## config.mk

```make
export PLATFORM = sky130hd
export DESIGN_NAME = sipo_logger_top
export DESIGN_NICKNAME = d
export VERILOG_FILES = /design/src/logic/sipo_pkg.sv /design/src/logic/sipo_controller.sv /design/src/logic/bit_counter.sv /design/src/logic/sipo_shift_register.sv /design/src/logic/frame_buffer.sv /design/src/logic/sipo_logger_top.sv
export SDC_FILE = /design/constraint.sdc
export NUM_CORES = 1
export LEC_CHECK = 0
export BUFFER_PORTS_ARGS = -buffer_cell sky130_fd_sc_hd__buf_4
export CAP_MARGIN = 20
export CORE_UTILIZATION = 50
export DETAILED_ROUTE_END_ITERATION = 16
export GPL_ROUTABILITY_DRIVEN = 0
export GPL_TIMING_DRIVEN = 0
export PLACE_DENSITY = 0.72
export SYNTH_ARGS = -nofsm -noshare
export SYNTH_HDL_FRONTEND = slang
export SYNTH_SLANG_ARGS = --single-unit
```

## constraint.sdc

```tcl
create_clock -name clk -period 3 [get_ports clk]
set_input_delay 0.6 -clock clk [delete_from_list [all_inputs] [get_ports clk]]
set_output_delay 0.6 -clock clk [all_outputs]
set_load 0.005 [all_outputs]
```

## src/logic/sipo_pkg.sv

```systemverilog
package sipo_pkg;

    // ########################################
    // Counter commands
    // ########################################

    typedef enum logic [1:0]
    {
        CNT_CLEAR = 2'b00,
        CNT_HOLD  = 2'b10,
        CNT_COUNT = 2'b11
    } counter_sel_t;

    localparam int COUNT_WIDTH = 20;  // Bit-time counter width

    // ########################################
    // Default frame and buffer setup
    // ########################################

    // The top level passes these down so every block sees the same frame shape
    localparam int PREAMBLE_BITS_DEFAULT = 3;
    localparam int DATA_BITS_DEFAULT     = 12;
    localparam int BUFFER_DEPTH_DEFAULT  = 4;
    localparam int INIT_CREDITS_DEFAULT  = 2;

endpackage

```

## src/logic/sipo_controller.sv

```systemverilog
`timescale 1ns/1ps

module sipo_controller
#(
    parameter int PREAMBLE_BITS = sipo_pkg::PREAMBLE_BITS_DEFAULT,
    parameter int DATA_BITS     = sipo_pkg::DATA_BITS_DEFAULT
)
(
    input  logic                             clk,
    input  logic                             reset_b,
    input  logic [sipo_pkg::COUNT_WIDTH-1:0] counter_value,
    input  logic                             space_available,
    output logic                             frame_req,
    output logic                             data_logging,
    output logic                             data_ready,
    output sipo_pkg::counter_sel_t           counter_sel
);

    typedef logic [sipo_pkg::COUNT_WIDTH-1:0] count_t;

    typedef enum logic [2:0]
    {
        S_IDLE,
        S_WAIT,
        S_PREAMBLE,
        S_LOGGING,
        S_READY
    } state_t;

    // Counter values seen on the last preamble bit and the last payload bit
    localparam count_t PREAMBLE_LAST = count_t'(PREAMBLE_BITS - 1);
    localparam count_t PAYLOAD_LAST  = count_t'(PREAMBLE_BITS + DATA_BITS - 1);

    state_t state;
    state_t next_state;

    always_ff @(posedge clk or negedge reset_b)
    begin
        if (!reset_b)
            state <= S_IDLE;
        else
            state <= next_state;
    end

    // ########################################
    // Next state and outputs
    // ########################################

    always_comb
    begin
        next_state   = state;
        frame_req    = 1'b0;
        data_logging = 1'b0;
        data_ready   = 1'b0;
        counter_sel  = sipo_pkg::CNT_CLEAR;

        case (state)
            S_IDLE:
            begin
                // A frame is only requested when the buffer can take its word
                if (reset_b && space_available)
                begin
                    frame_req  = 1'b1;
                    next_state = S_WAIT;
                end
            end
            S_WAIT:
            begin
                counter_sel = sipo_pkg::CNT_COUNT;  // Counter reads 0 here, bit 0 is on the line
                next_state  = (PREAMBLE_BITS > 1) ? S_PREAMBLE : S_LOGGING;
            end
            S_PREAMBLE:
            begin
                counter_sel = sipo_pkg::CNT_COUNT;
                if (counter_value == PREAMBLE_LAST)
                    next_state = S_LOGGING;
            end
            S_LOGGING:
            begin
                counter_sel  = sipo_pkg::CNT_COUNT;
                data_logging = 1'b1;
                if (counter_value == PAYLOAD_LAST)
                    next_state = S_READY;
            end
            S_READY:
            begin
                counter_sel = sipo_pkg::CNT_HOLD;
                data_ready  = 1'b1;  // Shift register is complete on this cycle
                next_state  = S_IDLE;
            end
            default:
            begin
                next_state = S_IDLE;
            end
        endcase
    end

endmodule

```

## src/logic/bit_counter.sv

```systemverilog
`timescale 1ns/1ps

module bit_counter
(
    input  logic                             clk,
    input  logic                             reset_b,
    input  sipo_pkg::counter_sel_t           counter_sel,
    output logic [sipo_pkg::COUNT_WIDTH-1:0] counter_value
);

    // One step per bit time, steered by the controller
    always_ff @(posedge clk or negedge reset_b)
    begin
        if (!reset_b)
        begin
            counter_value <= '0;
        end
        else
        begin
            case (counter_sel)
                sipo_pkg::CNT_CLEAR:
                    counter_value <= '0;
                sipo_pkg::CNT_COUNT:
                    counter_value <= counter_value + 1'b1;
                default:
                    counter_value <= counter_value;  // Hold, and the unused code
            endcase
        end
    end

endmodule

```

## src/logic/sipo_shift_register.sv

```systemverilog
`timescale 1ns/1ps

module sipo_shift_register
#(
    parameter int DATA_BITS = sipo_pkg::DATA_BITS_DEFAULT
)
(
    input  logic                 clk,
    input  logic                 reset_b,
    input  logic                 serial_in,
    input  logic                 data_logging,
    output logic [DATA_BITS-1:0] parallel_data
);

    // New bits enter at the bottom so the first logged bit ends up on top
    always_ff @(posedge clk or negedge reset_b)
    begin
        if (!reset_b)
        begin
            parallel_data <= '0;
        end
        else if (data_logging)
        begin
            parallel_data <= {parallel_data[DATA_BITS-2:0], serial_in};
        end
    end

endmodule

```

## src/logic/frame_buffer.sv

```systemverilog
`timescale 1ns/1ps

module frame_buffer
#(
    parameter int DATA_BITS    = sipo_pkg::DATA_BITS_DEFAULT,
    parameter int BUFFER_DEPTH = sipo_pkg::BUFFER_DEPTH_DEFAULT,
    parameter int INIT_CREDITS = sipo_pkg::INIT_CREDITS_DEFAULT
)
(
    input  logic                 clk,
    input  logic                 reset_b,
    input  logic                 data_ready,
    input  logic                 credit_return,
    input  logic [DATA_BITS-1:0] parallel_data,
    output logic                 space_available,
    output logic                 frame_valid,
    output logic [DATA_BITS-1:0] frame_data
);

    localparam int PTR_W    = (BUFFER_DEPTH > 1) ? $clog2(BUFFER_DEPTH) : 1;
    localparam int FILL_W   = $clog2(BUFFER_DEPTH + 1);
    localparam int CREDIT_W = $clog2(INIT_CREDITS + 2);

    localparam logic [PTR_W-1:0]    PTR_LAST    = PTR_W'(BUFFER_DEPTH - 1);
    localparam logic [FILL_W-1:0]   FILL_FULL   = FILL_W'(BUFFER_DEPTH);
    localparam logic [CREDIT_W-1:0] CREDIT_INIT = CREDIT_W'(INIT_CREDITS);

    logic [DATA_BITS-1:0] mem [BUFFER_DEPTH];
    logic [PTR_W-1:0]     wr_ptr;
    logic [PTR_W-1:0]     rd_ptr;
    logic [FILL_W-1:0]    fill;
    logic [CREDIT_W-1:0]  credits;
    logic                 wr_en;
    logic                 send;

    assign space_available = (fill != FILL_FULL);
    assign wr_en           = data_ready && space_available;
    assign send            = (credits != '0) && (fill != '0);  // Oldest word goes out

    // ########################################
    // Pointers, fill level and credits
    // ########################################

    always_ff @(posedge clk or negedge reset_b)
    begin
        if (!reset_b)
        begin
            wr_ptr      <= '0;
            rd_ptr      <= '0;
            fill        <= '0;
            credits     <= CREDIT_INIT;
            frame_valid <= 1'b0;
        end
        else
        begin
            if (wr_en)
                wr_ptr <= (wr_ptr == PTR_LAST) ? '0 : wr_ptr + 1'b1;
            if (send)
                rd_ptr <= (rd_ptr == PTR_LAST) ? '0 : rd_ptr + 1'b1;

            case ({wr_en, send})
                2'b10:   fill <= fill + 1'b1;
                2'b01:   fill <= fill - 1'b1;
                default: fill <= fill;
            endcase

            // A send and a returned credit in the same cycle cancel out
            case ({send, credit_return})
                2'b10:   credits <= credits - 1'b1;
                2'b01:   credits <= credits + 1'b1;
                default: credits <= credits;
            endcase

            frame_valid <= send;
        end
    end

    // ########################################
    // Storage and output word
    // ########################################

    always_ff @(posedge clk)
    begin
        if (wr_en)
            mem[wr_ptr] <= parallel_data;
        if (send)
            frame_data <= mem[rd_ptr];
    end

endmodule

```

## src/logic/sipo_logger_top.sv

```systemverilog
`timescale 1ns/1ps

module sipo_logger_top
#(
    parameter int PREAMBLE_BITS = sipo_pkg::PREAMBLE_BITS_DEFAULT,
    parameter int DATA_BITS     = sipo_pkg::DATA_BITS_DEFAULT,
    parameter int BUFFER_DEPTH  = sipo_pkg::BUFFER_DEPTH_DEFAULT,
    parameter int INIT_CREDITS  = sipo_pkg::INIT_CREDITS_DEFAULT
)
(
    input  logic                 clk,
    input  logic                 reset_b,
    input  logic                 serial_in,
    input  logic                 credit_return,
    output logic                 frame_req,
    output logic                 frame_valid,
    output logic [DATA_BITS-1:0] frame_data
);

    logic [sipo_pkg::COUNT_WIDTH-1:0] counter_value;
    sipo_pkg::counter_sel_t           counter_sel;
    logic                             data_logging;
    logic                             data_ready;
    logic                             space_available;
    logic [DATA_BITS-1:0]             parallel_data;

    // Frame sequencing
    sipo_controller #(
        .PREAMBLE_BITS (PREAMBLE_BITS),
        .DATA_BITS     (DATA_BITS)
    ) u_controller (
        .clk             (clk),
        .reset_b         (reset_b),
        .counter_value   (counter_value),
        .space_available (space_available),
        .frame_req       (frame_req),
        .data_logging    (data_logging),
        .data_ready      (data_ready),
        .counter_sel     (counter_sel)
    );

    bit_counter u_bit_counter (
        .clk           (clk),
        .reset_b       (reset_b),
        .counter_sel   (counter_sel),
        .counter_value (counter_value)
    );

    sipo_shift_register #(
        .DATA_BITS (DATA_BITS)
    ) u_shift_register (
        .clk           (clk),
        .reset_b       (reset_b),
        .serial_in     (serial_in),
        .data_logging  (data_logging),
        .parallel_data (parallel_data)
    );

    // Finished words wait here for downstream credits
    frame_buffer #(
        .DATA_BITS    (DATA_BITS),
        .BUFFER_DEPTH (BUFFER_DEPTH),
        .INIT_CREDITS (INIT_CREDITS)
    ) u_frame_buffer (
        .clk             (clk),
        .reset_b         (reset_b),
        .data_ready      (data_ready),
        .credit_return   (credit_return),
        .parallel_data   (parallel_data),
        .space_available (space_available),
        .frame_valid     (frame_valid),
        .frame_data      (frame_data)
    );

endmodule

```

### Yosys cells after proc, flatten, opt, wreduce, memory -nomap -nowiden

Memories as Yosys holds them, arrays and structs flattened. A register that Yosys moved wholly into a read port is not among the register bits.
Index checks and enable logic that the tools add are counted.

* register bits after elaboration: 45
* bits of input ports: 4
* bits in writable memories: 48
* logic and storage cells: 61
* memories: 1
* output and inout port bits: 14

Memory list
* u_frame_buffer.mem: depth 4, width 12, rd ports 1, clocked after memory_dff 1, write ports 1, line frame_buffer.sv:28 `logic [DATA_BITS-1:0] mem [BUFFER_DEPTH];`

* add/sub/neg operators: 7
* multiplexer cells: 16
* reduce and logical (&&, ||, !) cells: 12
* equal/unequal tests: 17

Operators by type and width (number)
* case mux 20 bit (2 select lines): 1
* adder 20 x 1 -> 20 bit (second input constant): 1
* equality test 20 x 2 -> 1 bit (second input constant): 1
* equality test 20 x 4 -> 1 bit (second input constant): 1
* case mux 3 bit (4 select lines): 1
* equality test 2 bit (second input constant): 5
* two-way mux 3 bit: 3
* case mux 2 bit (2 select lines): 2
* nonzero test 2 bit: 4
* adder 2 x 1 -> 2 bit (second input constant): 3
* equality test 3 x 2 -> 1 bit (second input constant): 2
* two-way mux 1 bit: 6
* inequality test 2 x 1 -> 1 bit (second input constant): 3
* case mux 3 bit (2 select lines): 1
* equality test 2 x 1 -> 1 bit (second input constant): 2
* two-way mux 2 bit: 2
* adder 3 x 1 -> 3 bit (second input constant): 1
* equality test 3 x 1 -> 1 bit (second input constant): 1
* equality test 3 bit (second input constant): 1
* logical AND 1 bit: 3
* logical NOT 3 bit: 1
* inequality test 3 bit (second input constant): 1
* AND reduction 3 bit: 1
* nonzero test 3 bit: 1
* other kinds (4): 4

### Logic depth before layout (Yosys ltp)

Gate-level depths: netlist (run 1).

* depth in word-level cells: 5
* mapped depth: 11
* gate-level depth less buffers: 9

### By module

Synthesis (run 1) repeated with hierarchy kept, for this count alone.

* cell total of the unflattened synthesis: 288
* area, all modules: 4470.5 um^2

Modules (own cells, without submodules)
* frame_buffer: seq. area each 2053.2 um^2, cells an instance 122, instances 1, area an instance 2667.6 um^2
* bit_counter: seq. area each 500.5 um^2, cells an instance 114, instances 1, area an instance 1073.5 um^2
* sipo_shift_register: seq. area each 300.3 um^2, cells an instance 25, instances 1, area an instance 484.2 um^2
* sipo_controller: seq. area each 75.1 um^2, cells an instance 27, instances 1, area an instance 245.2 um^2

### Worst setup path after synthesis (run 1)

OpenSTA, ideal clock, no wires.

* kind: register to register
* start point: register u_frame_buffer.fill[0]
* end point: register u_frame_buffer.fill[2]
* cell stages (with the launch flop): 11
* setup slack: 0.725 ns
* required time: 2.921 ns
* arrival time: 2.196 ns
* setup time: 0.079 ns
* cells stage by stage: dfrtp_1 or3b_2 and3_1 clkbuf_1 inv_1 ha_1 inv_1 fa_1 xor2_1 nor2_1 xor2_1

* word-level cells in the longest chain between the ends: 4
* elaborated cells between the ends (all ways): 10
* classes of those cells: add/sub: 2; eq/ne: 3; mux: 1; reduce/logical: 4

Ends and longest elaborated chain
* start: declaration: line frame_buffer.sv:31 `logic [FILL_W-1:0] fill;`
* start signal: assignment: line frame_buffer.sv:62 `2'b10: fill <= fill + 1'b1;`
* start signal: assignment: line frame_buffer.sv:63 `2'b01: fill <= fill - 1'b1;`
* start signal: assignment: line frame_buffer.sv:64 `default: fill <= fill;`
* inequality test 3 bit / nonzero test 3 bit (equally long branches): line frame_buffer.sv:36, frame_buffer.sv:38
* logical AND 1 bit, on equally long branches: line frame_buffer.sv:37, frame_buffer.sv:38
* equality test 2 x 1 -> 1 bit / equality test 2 bit (equally long branches): line frame_buffer.sv:61 `case ({wr_en, send})`
* case mux 3 bit (2 select lines) / nonzero test 2 bit (equally long branches)

Parallel ways exist; a longest one is shown, timed or not.
A chain may end at the register's enable or synchronous reset.

### Worst setup path after layout (run 1)

* start point: register u_frame_buffer.fill[0]
* end point: register u_frame_buffer.fill[2]

* word-level cells in the longest chain between the ends: 4
* elaborated cells between the ends (all ways): 10
* classes of those cells: add/sub: 2; eq/ne: 3; mux: 1; reduce/logical: 4

Ends and longest elaborated chain
* nonzero test 3 bit (*): line frame_buffer.sv:38 `assign send = (credits != '0) && (fill != '0);`
* logical AND 1 bit (*): line frame_buffer.sv:38
* net u_frame_buffer.send: line frame_buffer.sv:34 `logic send;`
* equality test 2 x 1 -> 1 bit / equality test 2 bit (equally long branches): line frame_buffer.sv:61
* case mux 3 bit (2 select lines) / nonzero test 2 bit (equally long branches)

Mark *: on every way through the listed nets, which the timed path passes. The rest lies on a longest branch.

==> impl_metrics.yaml, run 1 <==
drt:
  drt-total-wl_mm: 7.414
  drc: 0
  drtIter0Drc: 89
  ant_nets: 0
  detail_route.first_pass.iterations: 4
  wl_per_cell_um: 16.29
  num_vias: 2511
  routed_via_density: 5.519
yosys:
  syn_area_um2: 4507
  async_reset_ff_share_pct: 42.86
  yosysUniqueCellTypes: 47
  yosysTopAreaCell: "edfxtp_1"
  yosysWarningCount: 0
  synth-seq-cells: 105
  postSynthAreaPerCell_um2: 14.35
  synthesis.instances: 314
  synth_top_flop_cell: "edfxtp_1"
  synth_top_cell_area_share_pct: 39.98
  synth_edf_count: 60
  ys_seq_area_share_pct: 64.99
  syn_nets: 328
  synth_top_cells_by_area: "edfxtp_1 40%, dfrtp_1 24%, mux4_2 6.0%"
clock_network:
  cts_made_buffers: 9
  clk_latency_ns: 0.36
  cts_resized: 0
  cts.sinks: 105
  hold_buffers: 0
  cts_tree: "done"
  cts_root_buf: "clkbuf_8"
  htreeDepth: 3
  cts_buffer_depth: 2
  postCtsSetupRepairBufs: 0
  clkTransAtPathRegs_ns: 0.10
critical_path:
  worstPathMaxFanout: 15
  cp_top_family: "compound AO/OA/AOI/OAI gates"
  cpPeakStageDelay_ns: 0.60
  critPathLaunch: "u_frame_buffer.fill[0]"
  worst-setup-path-type: "flip-flop to flip-flop"
  reg2reg_from: "u_frame_buffer.fill[0]"
  path_buf_inv: 2
  crit_path_start_kind: "flip-flop"
  cp.arrival_ns: 2.84
  critPathCaptureType: "flip-flop"
  crit_required_ns: 3.25
  critPathSlowestCell: "o32ai_1"
  cp_cell_sequence: "o32ai_1 > inv_1 > ha_1 > inv_1 > fa_1 > xor2_1 > nor2_1 > xor2_1"
global_route:
  antenna_found_initial: 0
  grt_usage_pct: 17.16
  grt_pass1_vias: 2452
  grt_pass1_wl_mm: 12.40
  grt_max_degree: 48
  grt_overflow: 0
timing:
  rsz0062_at_grt: "no"
  slew_headroom_pct: 54.54
  fin_crit_ns: 2.591
  setup_tns_ns: 0
  slew_violations: 0
  fin_skew_ns: 0.01139
  worst_pin_slew_ns: 0.6806
  period_share_pct: 86.36
  setup_viol: 0
  clock.fmax_ghz: 0.3860
  finalHoldViolCount: 0
floorplan:
  coreArea_um2: 8721
  fp-row-count: 34
  die_area_um2: 9397
  die_y_um: 96.94
  fp.dieW_um: 96.94
  start_util_pct: 51.68
  pin_count: 18
cells_and_area:
  diodes: 0
  layout.nets: 356
  final_common_cell: "edfxtp_1"
  drive_above_1_share_pct: 21.90
  area_growth_pct: 9.939
  instances_no_fill: 455
  layout_common_cells: "60 x edfxtp_1, 44 x dfrtp_1, 29 x nand2_1, 17 x buf_4"
place:
  dpl.hpwl_mm: 4.845
  dp.cells: 439
  io_buffers: 17
pwr:
  power.density_nw_per_um2: 892.1
  p_leak_nw: 1.899
  ir_worst_vdd_mv: 0.4524
hold_path:
  hold_class: "primary input to async pin"
job:
  maxCapViolCount: 0
outcome:
  status: "complete, no violations"
[power breakdown]
group / internal (mW) / switching (mW)
registers: 1.99 / 0.257
logic: 0.683 / 0.676
clock network: 0.318 / 0.498
[cells in the mapped netlist (2+ instances only)]
master	number
edfxtp_1	60
dfrtp_1	44
nand2_1	29
mux2_2	12
mux4_2	12
nand3_1	12
nor2_1	11
ha_1	9
inv_1	9
xor2_1	9
clkbuf_1	8
nand4_1	8
o22ai_1	8
o21ai_0	7
and2_1	6
nor3_1	6
xnor2_1	6
a31oi_1	5
buf_2	5
buf_6	4
or4_1	4
and3_1	3
mux2i_1	3
nor4_1	3
o211ai_1	3
a31o_2	2
and4_1	2
nand2b_1	2
nand3b_1	2
nor4b_1	2
or2_2	2
[through the flow]
step	util [%]	power, mW	hold WS [ns]	instance area, µm²	setup slack [ns]
after floorplan	-	3.205	0.3044	4507	0.7249
after global placement	54.69	3.594	0.4907	4770	0.4554
after detailed placement	54.69	3.662	0.4968	4770	0.3806
after CTS	56.81	4.480	0.2519	4955	0.3524
after global routing	56.81	4.704	0.2654	4955	0.1649
final	56.81	4.420	0.2381	4955	0.4093
[sequential cells by signal, indices dropped and copies added (netlist names)]
signal / count
u_frame_buffer.mem: 48
u_frame_buffer.fill: 3
u_bit_counter.counter_value: 20
u_frame_buffer.frame_valid: 1
u_frame_buffer.credits: 2
u_frame_buffer.frame_data: 12
u_frame_buffer.rd_ptr: 2
u_controller.state: 3
u_frame_buffer.wr_ptr: 2
u_shift_register.parallel_data: 12
[per-layer routing]
layer  up-vias  routed length, µm  track usage [%]
met5         -                  0                0
met3         6                206            4.335
met1      1237               3336            22.22
met2        36               3799            28.82
met4         0                 71            4.822
li1       1232                  -                -
[cell families (layout without fill, tap and decap cells)]
family / after synthesis / after routing / synth area share (%)
flops: 105 / 105 / 64.99
simple gates: 97 / 97 / 11.49
compound gates: 33 / 33 / 4.942
mux: 27 / 27 / 9.661
buf+inv: 27 / 60 / 3.054
xor+xnor: 15 / 15 / 2.915
fa+ha+maj: 10 / 10 / 2.943
[cell type report]
class                   count  area [µm²]
fillers                   662        3766
flip-flops and latches    105        2929
multi-input cells         182        1440
well taps                 108       135.1
repair buffers             17       127.6
clock buffers               9       123.9
plain buffers              18       103.9
clock inverters             7       61.31
inverters                   9       33.78
[final timing paths]
path	endpoint	depth (start not counted)	slack [ns]
setup / recovery	u_frame_buffer.fill[2]	8	0.41
hold / removal	u_bit_counter.counter_value[11]	1	0.24
setup reg to reg	u_frame_buffer.fill[2]	8	0.41
hold reg to reg	u_frame_buffer.fill[2]	1	0.52
max in group asynchronous	u_frame_buffer.rd_ptr[1]	1	2.35
min in group clk	u_shift_register.parallel_data[0]	2	0.48
[worst register-to-register path, delay by kind of cell, from the launching register on]
family / cells / cell delay [ns]
and+or+nand+nor: 1 / 0.06
adders and majority gates: 2 / 0.54
buffers and inverters: 2 / 0.56
AOI/OAI and AO/OA: 1 / 0.60
xor gates and xnor gates: 2 / 0.29
DFF: 1 / 0.44
Note: power is estimated with default switching activity, not from simulation.
==> inputs of run 2 (changes only) <==
CELL_PAD_IN_SITES_DETAIL_PLACEMENT = 0   (was default)
CELL_PAD_IN_SITES_GLOBAL_PLACEMENT = 2   (was default)
CORE_UTILIZATION = 44   (was 50)
PLACE_DENSITY = 0.83   (was 0.72)
==> run 2 against run 1 <==
Net effect:
- first-iteration DRC count fell by 10%
- combinational power barely moved
- final cell count rose by 5.5%
- register-to-register slack improved by 0.098 ns
- die area rose by 13%
- critical path depth did not move
- sequential power barely moved
- hold slack got worse by 0.0072 ns
- wire length rose by 3.7%
- critical endpoint unchanged
- largest cell class unchanged
- highest routed layer unchanged
==> impl_metrics.yaml, run 2 (synthesis gave the netlist of run 1 again) <==
outcome:
  status: "complete, no violations"
timing:
  period_share_pct: 83.09
  rsz0062_at_grt: "no"
  clock.fmax_ghz: 0.4012
  slew_headroom_pct: 55.48
  setup_viol: 0
  fin_crit_ns: 2.493
  fin_skew_ns: 0.01709
  slew_violations: 0
  setup_tns_ns: 0
  finalHoldViolCount: 0
  worst_pin_slew_ns: 0.6664
floorplan:
  fp-row-count: 36
  die_y_um: 103.2
  die_area_um2: 10650
  coreArea_um2: 9864
  pin_count: 18
  start_util_pct: 45.69
  fp.dieW_um: 103.2
critical_path:
  ff2ff_setup_slack_ns: 0.51
  cpPeakStageDelay_ns: 0.55
  worstPathMaxFanout: 15
  reg2reg_from: "u_frame_buffer.fill[0]"
  critPathCaptureType: "flip-flop"
  critPathSlowestCell: "o32ai_1"
  cp.arrival_ns: 2.74
  crit_path_start_kind: "flip-flop"
  rr_worst_depth: 8
  cp_top_family: "compound AO/OA/AOI/OAI gates"
  worst-setup-path-type: "flip-flop to flip-flop"
  crit_required_ns: 3.25
  path_buf_inv: 2
  cp_cell_sequence: "o32ai_1 > inv_1 > ha_1 > inv_1 > fa_1 > xor2_1 > nor2_1 > xor2_1"
  critPathLaunch: "u_frame_buffer.fill[0]"
  r2r_end: "u_frame_buffer.fill[2]"
global_route:
  grt_max_degree: 48
  grt_pass1_vias: 2525
  grt_overflow: 0
  grt_usage_pct: 16.62
  antenna_found_initial: 0
  grt_pass1_wl_mm: 12.97
cells_and_area:
  drive_above_1_share_pct: 21.90
  final_common_cell: "edfxtp_1"
  layout.nets: 356
  top_regs: "u_frame_buffer.mem: 48 flops, u_bit_counter.counter_value: 20 flops"
  diodes: 0
  regMostFlops: "u_frame_buffer.mem"
  area_growth_pct: 10.83
  largest_register_ffs: 48
  layout_common_cells: "60 x edfxtp_1, 44 x dfrtp_1, 29 x nand2_1, 17 x buf_4"
  postLayoutCoreUtil_pct: 50.63
drt:
  drc: 0
  drtIter0Drc: 80
  num_vias: 2553
  routed_via_density: 5.319
  drt-total-wl_mm: 7.688
  wl_per_cell_um: 16.02
  detail_route.first_pass.iterations: 4
  ant_nets: 0
clock_network:
  cts_tree: "done"
  cts_root_buf: "clkbuf_8"
  cts_resized: 0
  clk_latency_ns: 0.37
  postCtsSetupRepairBufs: 0
  clkTransAtPathRegs_ns: 0.10
  hold_buffers: 0
  cts_made_buffers: 9
  cts.sinks: 105
  cts_buffer_depth: 2
  htreeDepth: 3
place:
  dpl.hpwl_mm: 4.995
  io_buffers: 17
job:
  maxCapViolCount: 0
pwr:
  p_leak_nw: 1.906
  p_total_mw: 4.448
  power.density_nw_per_um2: 890.6
  ir_worst_vdd_mv: 0.3504
hold_path:
  hold_class: "primary input to async pin"
## run 2: per-layer routing
metal | part of all wire [%] | track usage, % | up-vias | wire length, µm
met5 | 0 | 0 | - | 0
met4 | 1.2 | 5.309 | 0 | 95
met3 | 3.0 | 4.234 | 8 | 228
met2 | 51 | 28.36 | 45 | 3931
met1 | 45 | 20.84 | 1276 | 3432
li1 | - | - | 1224 | -
## run 2: how the worst max path moves through the flow
stage                                        end  slack (ns)  depth (start not counted)
after global routing      u_frame_buffer.fill[2]        0.25                          8
after CTS                 u_frame_buffer.fill[2]        0.46                          8
after floorplan           u_frame_buffer.fill[2]        0.72                         10
after detailed placement  u_frame_buffer.fill[2]        0.51                          8
after global placement    u_frame_buffer.fill[2]        0.51                          8
final                     u_frame_buffer.fill[2]        0.51                          8
## run 2: through the flow
step	cells	hold slack, ns	instance area [µm²]	setup WS [ns]
2_1_floorplan	314	0.3044	4507	0.7249
3_3_place_gp	464	0.4905	4801	0.5057
3_5_place_dp	464	0.5042	4801	0.5058
4_1_cts	480	0.2591	4995	0.4646
5_1_grt	480	0.2667	4995	0.2512
6_report	480	0.2309	4995	0.5072
## run 2: power breakdown
group          internal [mW]  total, mW  switching (mW)  leakage, nW
Combinational          0.684       1.36           0.673        0.694
Clock                  0.325      0.844           0.519        0.100
Sequential              1.99       2.25           0.260         1.11
Total                   3.00       4.45            1.45         1.91
## run 2: layout make-up
cell class / count / area (µm²)
Buffer: 18 / 103.9
Clock buffer: 9 / 123.9
Clock inverter: 7 / 70.07
Fill cell: 875 / 4870
Inverter: 9 / 33.78
Multi-Input combinational cell: 182 / 1440
Sequential cell: 105 / 2929
Tap cell: 133 / 166.4
Timing Repair Buffer: 17 / 127.6
